## src/design/noc_pkg.sv

```systemverilog
package noc_pkg;

        localparam int NUM_PORTS = 5;
        localparam int PORT_W    = 3;
        localparam int POS_W     = 2;
        localparam int PAYLOAD_W = 32;

        // port numbering, north is +y and east is +x
        localparam logic [PORT_W-1:0] PORT_LOCAL = 3'd0;
        localparam logic [PORT_W-1:0] PORT_NORTH = 3'd1;
        localparam logic [PORT_W-1:0] PORT_EAST  = 3'd2;
        localparam logic [PORT_W-1:0] PORT_SOUTH = 3'd3;
        localparam logic [PORT_W-1:0] PORT_WEST  = 3'd4;

        // single is a one-flit packet, head and tail at once
        typedef enum logic [1:0] {
                HEAD   = 2'd0,
                BODY   = 2'd1,
                TAIL   = 2'd2,
                SINGLE = 2'd3
        } flit_kind_t;

        // head and single flits carry dest x in payload[1:0], dest y in payload[3:2]
        typedef struct packed {
                flit_kind_t             kind;
                logic [PAYLOAD_W-1:0]   payload;
        } flit_t;

endpackage

```

## src/design/switch_req_if.sv

```systemverilog
`timescale 1ns/1ps

interface switch_req_if;

        logic                           req;
        logic [noc_pkg::PORT_W-1:0]     dest;
        noc_pkg::flit_t                 head_flit;
        logic                           last;
        logic [noc_pkg::NUM_PORTS-1:0]  grant;
        logic                           pop;

        modport port_side (
                output req, dest, head_flit, last,
                input  pop
        );

        modport alloc_side (
                input  req, dest, last, pop,
                output grant
        );

        modport xbar_side (
                input  req, head_flit, grant,
                output pop
        );

endinterface

```

## src/design/crossbar.sv

```systemverilog
`timescale 1ns/1ps

module crossbar (
        switch_req_if.xbar_side         req_bus [noc_pkg::NUM_PORTS],
        input  logic                    out_free [noc_pkg::NUM_PORTS],
        output noc_pkg::flit_t          out_flit [noc_pkg::NUM_PORTS],
        output logic                    out_valid [noc_pkg::NUM_PORTS]
);

        localparam int N = noc_pkg::NUM_PORTS;

        logic [N-1:0]           req_v;
        logic [N-1:0]           pop_v;
        logic [N-1:0]           grant_v [N];
        noc_pkg::flit_t         head_v [N];

        for (genvar i = 0; i < N; i++) begin : g_port
                assign req_v[i]       = req_bus[i].req;
                assign grant_v[i]     = req_bus[i].grant;
                assign head_v[i]      = req_bus[i].head_flit;
                assign req_bus[i].pop = pop_v[i];
        end

        // grants are gated by the output register being able to take a flit
        always_comb begin
                pop_v = '0;
                for (int o = 0; o < N; o++) begin
                        out_flit[o]  = '0;
                        out_valid[o] = 1'b0;
                        for (int i = 0; i < N; i++) begin
                                if (grant_v[i][o]) begin
                                        out_flit[o]  = head_v[i];
                                        out_valid[o] = req_v[i] && out_free[o];
                                        pop_v[i]     = pop_v[i] | (req_v[i] && out_free[o]);
                                end
                        end
                end
        end

endmodule

```

## src/design/input_port.sv

```systemverilog
`timescale 1ns/1ps

module input_port #(
        parameter int FIFO_DEPTH = 4
) (
        input  logic                            clk,
        input  logic                            rst_n,
        input  noc_pkg::flit_t                  idata,
        input  logic                            ivalid,
        input  logic [noc_pkg::POS_W-1:0]       my_xpos,
        input  logic [noc_pkg::POS_W-1:0]       my_ypos,
        output logic                            ordy,
        switch_req_if.port_side                 req_bus
);

        localparam int PTR_W = $clog2(FIFO_DEPTH);
        localparam int CNT_W = $clog2(FIFO_DEPTH + 1);

        noc_pkg::flit_t                 mem [FIFO_DEPTH];
        logic [PTR_W-1:0]               wr_ptr;
        logic [PTR_W-1:0]               rd_ptr;
        logic [CNT_W-1:0]               count;
        logic [CNT_W-1:0]               count_next;
        noc_pkg::flit_t                 head;
        logic                           head_is_hdr;
        logic [noc_pkg::PORT_W-1:0]     route_now;
        logic [noc_pkg::PORT_W-1:0]     route_q;

        // dimension order, x resolved first
        function automatic logic [noc_pkg::PORT_W-1:0] xy_route(
                input logic [noc_pkg::POS_W-1:0] dst_x,
                input logic [noc_pkg::POS_W-1:0] dst_y,
                input logic [noc_pkg::POS_W-1:0] cur_x,
                input logic [noc_pkg::POS_W-1:0] cur_y
        );
                if (dst_x > cur_x)
                        return noc_pkg::PORT_EAST;
                if (dst_x < cur_x)
                        return noc_pkg::PORT_WEST;
                if (dst_y > cur_y)
                        return noc_pkg::PORT_NORTH;
                if (dst_y < cur_y)
                        return noc_pkg::PORT_SOUTH;
                return noc_pkg::PORT_LOCAL;
        endfunction

        assign head        = mem[rd_ptr];
        assign head_is_hdr = (head.kind == noc_pkg::HEAD) || (head.kind == noc_pkg::SINGLE);
        assign route_now   = xy_route(head.payload[1:0], head.payload[3:2], my_xpos, my_ypos);
        assign count_next  = count + CNT_W'(ivalid) - CNT_W'(req_bus.pop);

        assign req_bus.req       = (count != '0);
        assign req_bus.head_flit = head;
        assign req_bus.dest      = head_is_hdr ? route_now : route_q;
        assign req_bus.last      = (head.kind == noc_pkg::TAIL) || (head.kind == noc_pkg::SINGLE);

        always_ff @(posedge clk) begin
                if (ivalid)
                        mem[wr_ptr] <= idata;
        end

        always_ff @(posedge clk) begin
                if (!rst_n) begin
                        wr_ptr <= '0;
                        rd_ptr <= '0;
                        count  <= '0;
                        ordy   <= 1'b1;
                end else begin
                        if (ivalid)
                                wr_ptr <= wr_ptr + 1'b1;
                        if (req_bus.pop)
                                rd_ptr <= rd_ptr + 1'b1;
                        count <= count_next;
                        ordy  <= (count_next != CNT_W'(FIFO_DEPTH));
                end
        end

        // body flits follow the route of their head
        always_ff @(posedge clk) begin
                if (!rst_n)
                        route_q <= noc_pkg::PORT_LOCAL;
                else if (req_bus.req && head_is_hdr)
                        route_q <= route_now;
        end

        // upstream honours ordy
        a_no_write_full: assert property (@(posedge clk) disable iff (!rst_n)
                ivalid |-> (count != CNT_W'(FIFO_DEPTH)));

        // crossbar only takes a flit that is there
        a_no_pop_empty: assert property (@(posedge clk) disable iff (!rst_n)
                req_bus.pop |-> (count != '0));

endmodule

```

## src/design/output_port.sv

```systemverilog
`timescale 1ns/1ps

module output_port (
        input  logic                    clk,
        input  logic                    rst_n,
        input  noc_pkg::flit_t          in_flit,
        input  logic                    in_valid,
        input  logic                    iack,
        output logic                    free,
        output noc_pkg::flit_t          odata,
        output logic                    ovalid
);

        logic                   full;
        noc_pkg::flit_t         data_q;

        // a flit being acked this cycle can be replaced at the same edge
        assign free   = !full || iack;
        assign odata  = data_q;
        assign ovalid = full;

        always_ff @(posedge clk) begin
                if (in_valid)
                        data_q <= in_flit;
        end

        always_ff @(posedge clk) begin
                if (!rst_n)
                        full <= 1'b0;
                else if (in_valid)
                        full <= 1'b1;
                else if (iack)
                        full <= 1'b0;
        end

        // hold until the downstream router takes it
        a_hold_until_ack: assert property (@(posedge clk) disable iff (!rst_n)
                (ovalid && !iack) |=> (ovalid && $stable(odata)));

endmodule

```

## src/design/router.sv

```systemverilog
`timescale 1ns/1ps

module router #(
        parameter int FIFO_DEPTH = 4
) (
        input  logic                            clk,
        input  logic                            rst_n,
        input  noc_pkg::flit_t                  idata [noc_pkg::NUM_PORTS],
        input  logic                            ivalid [noc_pkg::NUM_PORTS],
        output logic                            ordy [noc_pkg::NUM_PORTS],
        output noc_pkg::flit_t                  odata [noc_pkg::NUM_PORTS],
        output logic                            ovalid [noc_pkg::NUM_PORTS],
        input  logic                            iack [noc_pkg::NUM_PORTS],
        input  logic [noc_pkg::POS_W-1:0]       my_xpos,
        input  logic [noc_pkg::POS_W-1:0]       my_ypos
);

        localparam int N = noc_pkg::NUM_PORTS;

        // one request bus per input port
        switch_req_if req_bus [N] ();

        noc_pkg::flit_t         xb_flit [N];
        logic                   xb_valid [N];
        logic                   op_free [N];

        for (genvar p = 0; p < N; p++) begin : g_in
                input_port #(
                        .FIFO_DEPTH     (FIFO_DEPTH)
                ) ip (
                        .clk            (clk),
                        .rst_n          (rst_n),
                        .idata          (idata[p]),
                        .ivalid         (ivalid[p]),
                        .my_xpos        (my_xpos),
                        .my_ypos        (my_ypos),
                        .ordy           (ordy[p]),
                        .req_bus        (req_bus[p])
                );
        end

        switch_alloc sa (
                .clk            (clk),
                .rst_n          (rst_n),
                .req_bus        (req_bus)
        );

        crossbar xb (
                .req_bus        (req_bus),
                .out_free       (op_free),
                .out_flit       (xb_flit),
                .out_valid      (xb_valid)
        );

        for (genvar p = 0; p < N; p++) begin : g_out
                output_port op (
                        .clk            (clk),
                        .rst_n          (rst_n),
                        .in_flit        (xb_flit[p]),
                        .in_valid       (xb_valid[p]),
                        .iack           (iack[p]),
                        .free           (op_free[p]),
                        .odata          (odata[p]),
                        .ovalid         (ovalid[p])
                );
        end

endmodule

```

## src/design/switch_alloc.sv

```systemverilog
`timescale 1ns/1ps

module switch_alloc (
        input  logic                    clk,
        input  logic                    rst_n,
        switch_req_if.alloc_side        req_bus [noc_pkg::NUM_PORTS]
);

        localparam int N = noc_pkg::NUM_PORTS;
        localparam int W = noc_pkg::PORT_W;

        logic [N-1:0]   req_v;
        logic [N-1:0]   pop_v;
        logic [N-1:0]   last_v;
        logic [W-1:0]   dest_v [N];
        logic [N-1:0]   grant_row [N];

        // per output state, owner kept one-hot over inputs
        logic [N-1:0]   busy;
        logic [N-1:0]   owner_oh [N];
        logic [W-1:0]   rr_ptr [N];
        logic [N-1:0]   win_any;
        logic [W-1:0]   win_idx [N];

        for (genvar i = 0; i < N; i++) begin : g_port
                assign req_v[i]         = req_bus[i].req;
                assign pop_v[i]         = req_bus[i].pop;
                assign last_v[i]        = req_bus[i].last;
                assign dest_v[i]        = req_bus[i].dest;
                assign req_bus[i].grant = grant_row[i];
        end

        always_comb begin
                for (int i = 0; i < N; i++) begin
                        for (int o = 0; o < N; o++)
                                grant_row[i][o] = owner_oh[o][i];
                end
        end

        // round robin search, starting after the last winner
        always_comb begin
                int cand;
                for (int o = 0; o < N; o++) begin
                        win_any[o] = 1'b0;
                        win_idx[o] = '0;
                        for (int k = 1; k <= N; k++) begin
                                cand = (int'(rr_ptr[o]) + k) % N;
                                if (!win_any[o] && req_v[cand] && dest_v[cand] == W'(o)) begin
                                        win_any[o] = 1'b1;
                                        win_idx[o] = W'(cand);
                                end
                        end
                end
        end

        always_ff @(posedge clk) begin
                if (!rst_n) begin
                        busy <= '0;
                        for (int o = 0; o < N; o++) begin
                                owner_oh[o] <= '0;
                                rr_ptr[o]   <= W'(N - 1);
                        end
                end else begin
                        for (int o = 0; o < N; o++) begin
                                if (busy[o]) begin
                                        // released when the owner's tail leaves
                                        if (|(owner_oh[o] & pop_v & last_v)) begin
                                                busy[o]     <= 1'b0;
                                                owner_oh[o] <= '0;
                                        end
                                end else if (win_any[o]) begin
                                        busy[o]     <= 1'b1;
                                        owner_oh[o] <= N'(1) << win_idx[o];
                                        rr_ptr[o]   <= win_idx[o];
                                end
                        end
                end
        end

        for (genvar g = 0; g < N; g++) begin : g_chk
                a_col_onehot: assert property (@(posedge clk) disable iff (!rst_n)
                        $onehot0(owner_oh[g]) && (busy[g] == (owner_oh[g] != '0)));
                // an input never holds two outputs at once
                a_row_onehot: assert property (@(posedge clk) disable iff (!rst_n)
                        $onehot0(grant_row[g]));
        end

endmodule

```

## config.mk

```make
export PLATFORM = sky130hd
export DESIGN_NAME = router
export DESIGN_NICKNAME = d
export VERILOG_FILES = /design/src/design/noc_pkg.sv /design/src/design/switch_req_if.sv /design/src/design/crossbar.sv /design/src/design/input_port.sv /design/src/design/output_port.sv /design/src/design/router.sv /design/src/design/switch_alloc.sv
export SDC_FILE = /design/constraint.sdc
export NUM_CORES = 2
export LEC_CHECK = 0
export BUFFER_PORTS_ARGS = -buffer_cell sky130_fd_sc_hd__buf_4
export CAP_MARGIN = 20
export CORE_UTILIZATION = 37
export DETAILED_ROUTE_END_ITERATION = 10
export PLACE_DENSITY_LB_ADDON = 0.12
export SYNTH_ARGS = -nofsm -noshare
export SYNTH_HDL_FRONTEND = slang
export SYNTH_SLANG_ARGS = --single-unit
```

## constraint.sdc

```tcl
create_clock -name clk -period 8.4 [get_ports clk]
set_input_delay 1.68 -clock clk [delete_from_list [all_inputs] [get_ports clk]]
set_output_delay 1.68 -clock clk [all_outputs]
set_load 0.005 [all_outputs]
```

==> key figures <==
Floorplan
  – Die width: 375 um
  – Core area: 138000 sq um
  – IO Count: 366
  – # rows: 136
  – Chip height: 375 um
  – Full die area: 141000 sq um
  – Initial core utilization: 37.4%

CTS
  – Clk sinks: 965
  – Post-CTS sizing: 0
  – Clk_lat worst skew: 0.74 ns
  – Post-CTS setup buffer count: 0
  – TritonCTS Buffers: 104
  – CTS tree: done
  – H-tree levels: 3
  – Hold buffers post-CTS: 0
  – Clock transition at the registers of the reported paths: 0.07 ns
  – Root Buffer Master: clkbuf_16
  – Worst-case clock buffer depth: 3

Routing
  – Initial drt markers: 4185
  – First-pass iteration count of the detailed router: 6
  – Routed WL: 182 mm
  – DRC: 0
  – Wirelength per Cell: 27.9 um
  – Via count: 38200
  – Vias per std cell: 5.87
  – Remaining antenna violation count: 0

Worst hold path
  – WHS Endpoint: g_in[2].ip.route_q[0]$_SDFFE_PN0P_
  – Hold path cells: 2
  – Hold path start: g_in[2].ip.route_q[0]$_SDFFE_PN0P_
  – Worst hold path class: reg -> reg

Global route
  – Vias in the first global route: 36000
  – Grt total ovfl: 0
  – GRT Total Usage: 25.3%
  – First-pass GRT wire length: 259 mm
  – Initial antenna violation count: 23
  – Largest net degree at the start of global routing: 73

Worst setup path
  – Critical path peak fanout: 21
  – Critical path, cell by cell: inv_1, ha_1, inv_1, ha_1, nor2_1, a21oi_1, xnor2_2, ha_1, nor2b_1, a2111oi_2, o221a_4, xnor2_4, mux2i_1, a31o_1, a31oi_1, or4_1, a311o_1, nand2_1, a21o_1
  – R2r worst-path depth: 19
  – Worst Path Required: 8.82 ns
  – Largest stage delay, worst path: 0.76 ns
  – Worst Path Arrival: 7.16 ns
  – R2r startpoint: sa.rr_ptr[0][13]$_SDFFCE_PP0P_
  – Crit path buf inv count: 2
  – Reg2reg end: sa.owner_oh[4][1]$_SDFFCE_PP0P_
  – R2r setup slk: 1.65 ns
  – Crit-path slowest cell: ha_1
  – WS Path Type: reg -> reg
  – Most used cell, CP: ha_1
  – Crit end category: register
  – Crit start category: register
  – Top delay family on crit path: compound AO/OA/AOI/OAI gates

Job
  – Max-cap viol count: 0

Outcome
  – Status: finished clean

Finish
  – Final nets: 5013
  – P&R area growth vs syn: 15.5%
  – Share of layout cells above drive strength 1: 18.8%

Logic synthesis
  – Syn nets: 4747
  – Synth unique cells: 110
  – Post-synth top flop: edfxtp_1
  – Synth Register Bits: 965
  – Post-synthesis sequential area ratio: 54.8%
  – Synth async-reset ratio: 0%
  – Synth Instances: 4358
  – Synthesized area: 51500 sq um
  – Number of flops mapped to enable cells by yosys: 890
  – Mean post-synth cell area: 11.8 sq um
  – Synth Warn #: 0

Pwr
  – Sequential share of power: 25.8%
  – Peak VDD IR: 0.293 mV
  – Clk pwr share: 16.3%
  – Leak: 21.1 nW
  – Power per cell area: 485 nW/um^2
  – Comb power frac: 57.9%
  – Sw power: 13.5 mW
  – Internal power: 15.4 mW
  – PnR Total Power: 28.9 mW
  – Sw Share: 46.7%

STA
  – Unrepaired setup endpoints after global routing: false
  – Minimum clock period: 6.75 ns
  – Clock skew: 0.0757 ns
  – Fin crit share: 80.3%
  – Max Clk Rate: 0.148 GHz
  – Post-route setup TNS: 0 ns
  – Slew @ Worst Pin: 1.10 ns
  – Final count of hold timing violations: 0
  – Worst slew margin: 26.8%
  – Fin. max-slew vios: 0
  – Final setup viols: 0

Placed design
  – DP Wirelength: 127 mm
  – IO Port Bufs: 365
  – Placer congestion estimate: 0.915
## state kept, by name, indices dropped and copies added, names as in the netlist, named ones only
name             flops
g_in.ip.count       15
g_in.ip.ordy         5
g_out.op.odata     170
g_out.op.ovalid      5
g_in.ip.wr_ptr      10
sa.owner_oh         25
g_in.ip.rd_ptr      10
sa.busy              5
g_in.ip.route_q     15
g_in.ip.mem        680
sa.rr_ptr           15
## power by group through the flow
| stage | Sequential, mW | Clock (mW) | Combinational (mW) |
|---|---|---|---|
| after floorplan | 7.11 | 0 | 11.2 |
| after global placement | 7.53 | 0 | 16.4 |
| after detailed placement | 7.51 | 0 | 16.4 |
| after CTS | 7.44 | 4.80 | 16.5 |
| after global routing | 7.52 | 4.97 | 18.2 |
| final | 7.44 | 4.71 | 16.7 |
## cell type report
type / count / area [sq um]
Sequential cell: 965 / 28200
Inverter: 148 / 556
Multi-Input combinational cell: 2977 / 21800
Clock buffer: 137 / 2780
Antenna cell: 6 / 15.0
Tap cell: 1794 / 2240
Fill cell: 12900 / 78300
Timing Repair Buffer: 428 / 3230
Clock inverter: 58 / 696
## synthesized netlist by cell type, types with 19 or more instances
cell      number  share of area (%)
a21oi_1      434                4.2
o22ai_1       27               0.33
mux2_2        24               0.52
or3_1         22               0.27
and2_1        50               0.61
nand3_1       53               0.51
dfxtp_1       75                2.9
mux4_2       174                7.6
buf_1         31               0.23
xnor2_1       55               0.93
nor3_1        44               0.43
nor2_1       468                3.4
nor2b_1       58               0.70
inv_1        136               0.99
o21ai_0      235                2.3
nand4_1       19               0.23
ha_1         197                4.8
o21a_1        20               0.29
o211ai_1      22               0.32
clkbuf_1     204                1.5
mux2i_1       53                1.0
nand2b_1      61               0.74
edfxtp_1     890                 52
nand2_1      318                2.3
a211oi_1      52               0.76
a21o_1        21               0.31
a22oi_1      185                2.7
## kinds of logic (layout without fill, tap and decap cells)
group           after synthesis  count (layout)  synth area share, %
simple gates               1207            1207                 11.0
flops                       965             965                 54.8
buf+inv                     416             771                 3.24
mux                         251             251                 9.16
xor+xnor                     78              78                 1.48
other cells                   0               6                    0
compound gates             1238            1238                 15.4
fa+ha+maj                   203             203                 5.02
## per-stage QoR
step / area (sq um) / hold WS, ns / worst slack, ns / cells / util [%]
CTS: 59500 / 0.484 / 1.63 / 6506 / 43.1
floorplan: 51500 / 0.445 / 2.81 / 4358 / -
detailed placement: 56000 / 0.473 / 1.68 / 6311 / 40.6
global route: 59500 / 0.532 / 1.17 / 6509 / 43.2
global placement: 56000 / 0.468 / 1.78 / 6311 / 40.6
finish: 59500 / 0.497 / 1.65 / 6513 / 43.2
## worst min-delay path: stages (launching register included)
cell and delay [ns]:
dfxtp_1 0.33, nand2_1 0.07, a21oi_1 0.06
## layout by cell type, fill, tap and decap left out, types with 24 or more instances in the layout
cell type	n
nor2b_1	53
nand2b_1	61
a211oi_1	52
and2_1	34
a21oi_1	434
nand2_1	318
dfxtp_1	68
nor3_1	41
nor2_1	468
edfxtp_1	890
mux2_2	24
clkbuf_16	106
inv_1	136
a22oi_1	185
buf_4	427
ha_1	197
mux4_2	174
xnor2_1	55
o21ai_0	235
clkbuf_1	29
mux2i_1	53
nand3_1	53
## layer usage
layer | vias up | track usage (%) | part of all wire, %
met5 | - | 0 | 0.080
met4 | 22 | 10.2 | 4.2
met3 | 296 | 5.54 | 8.2
met2 | 1604 | 40.3 | 46
met1 | 19100 | 33.4 | 41
li1 | 17200 | - | -
## worst max-delay path by stage
| stage | startpoint | to | slack [ns] | cells after the start |
|---|---|---|---|---|
| 2_1_floorplan | sa.rr_ptr[0][12]$_SDFFCE_PP0P_ | sa.owner_oh[4][0]$_SDFFCE_PP0P_ | 2.81 | 24 |
| 3_3_place_gp | sa.rr_ptr[0][9]$_SDFFCE_PP0P_ | sa.rr_ptr[0][13]$_SDFFCE_PP0P_ | 1.78 | 19 |
| 3_5_place_dp | sa.rr_ptr[0][9]$_SDFFCE_PP0P_ | sa.rr_ptr[0][12]$_SDFFCE_PP0P_ | 1.68 | 19 |
| 4_1_cts | sa.rr_ptr[0][9]$_SDFFCE_PP0P_ | sa.rr_ptr[0][13]$_SDFFCE_PP0P_ | 1.63 | 19 |
| 5_1_grt | sa.rr_ptr[0][13]$_SDFFCE_PP0P_ | sa.owner_oh[4][1]$_SDFFCE_PP0P_ | 1.17 | 19 |
| 6_report | sa.rr_ptr[0][13]$_SDFFCE_PP0P_ | sa.owner_oh[4][1]$_SDFFCE_PP0P_ | 1.65 | 19 |
Note: power is estimated with default switching activity, not from simulation.
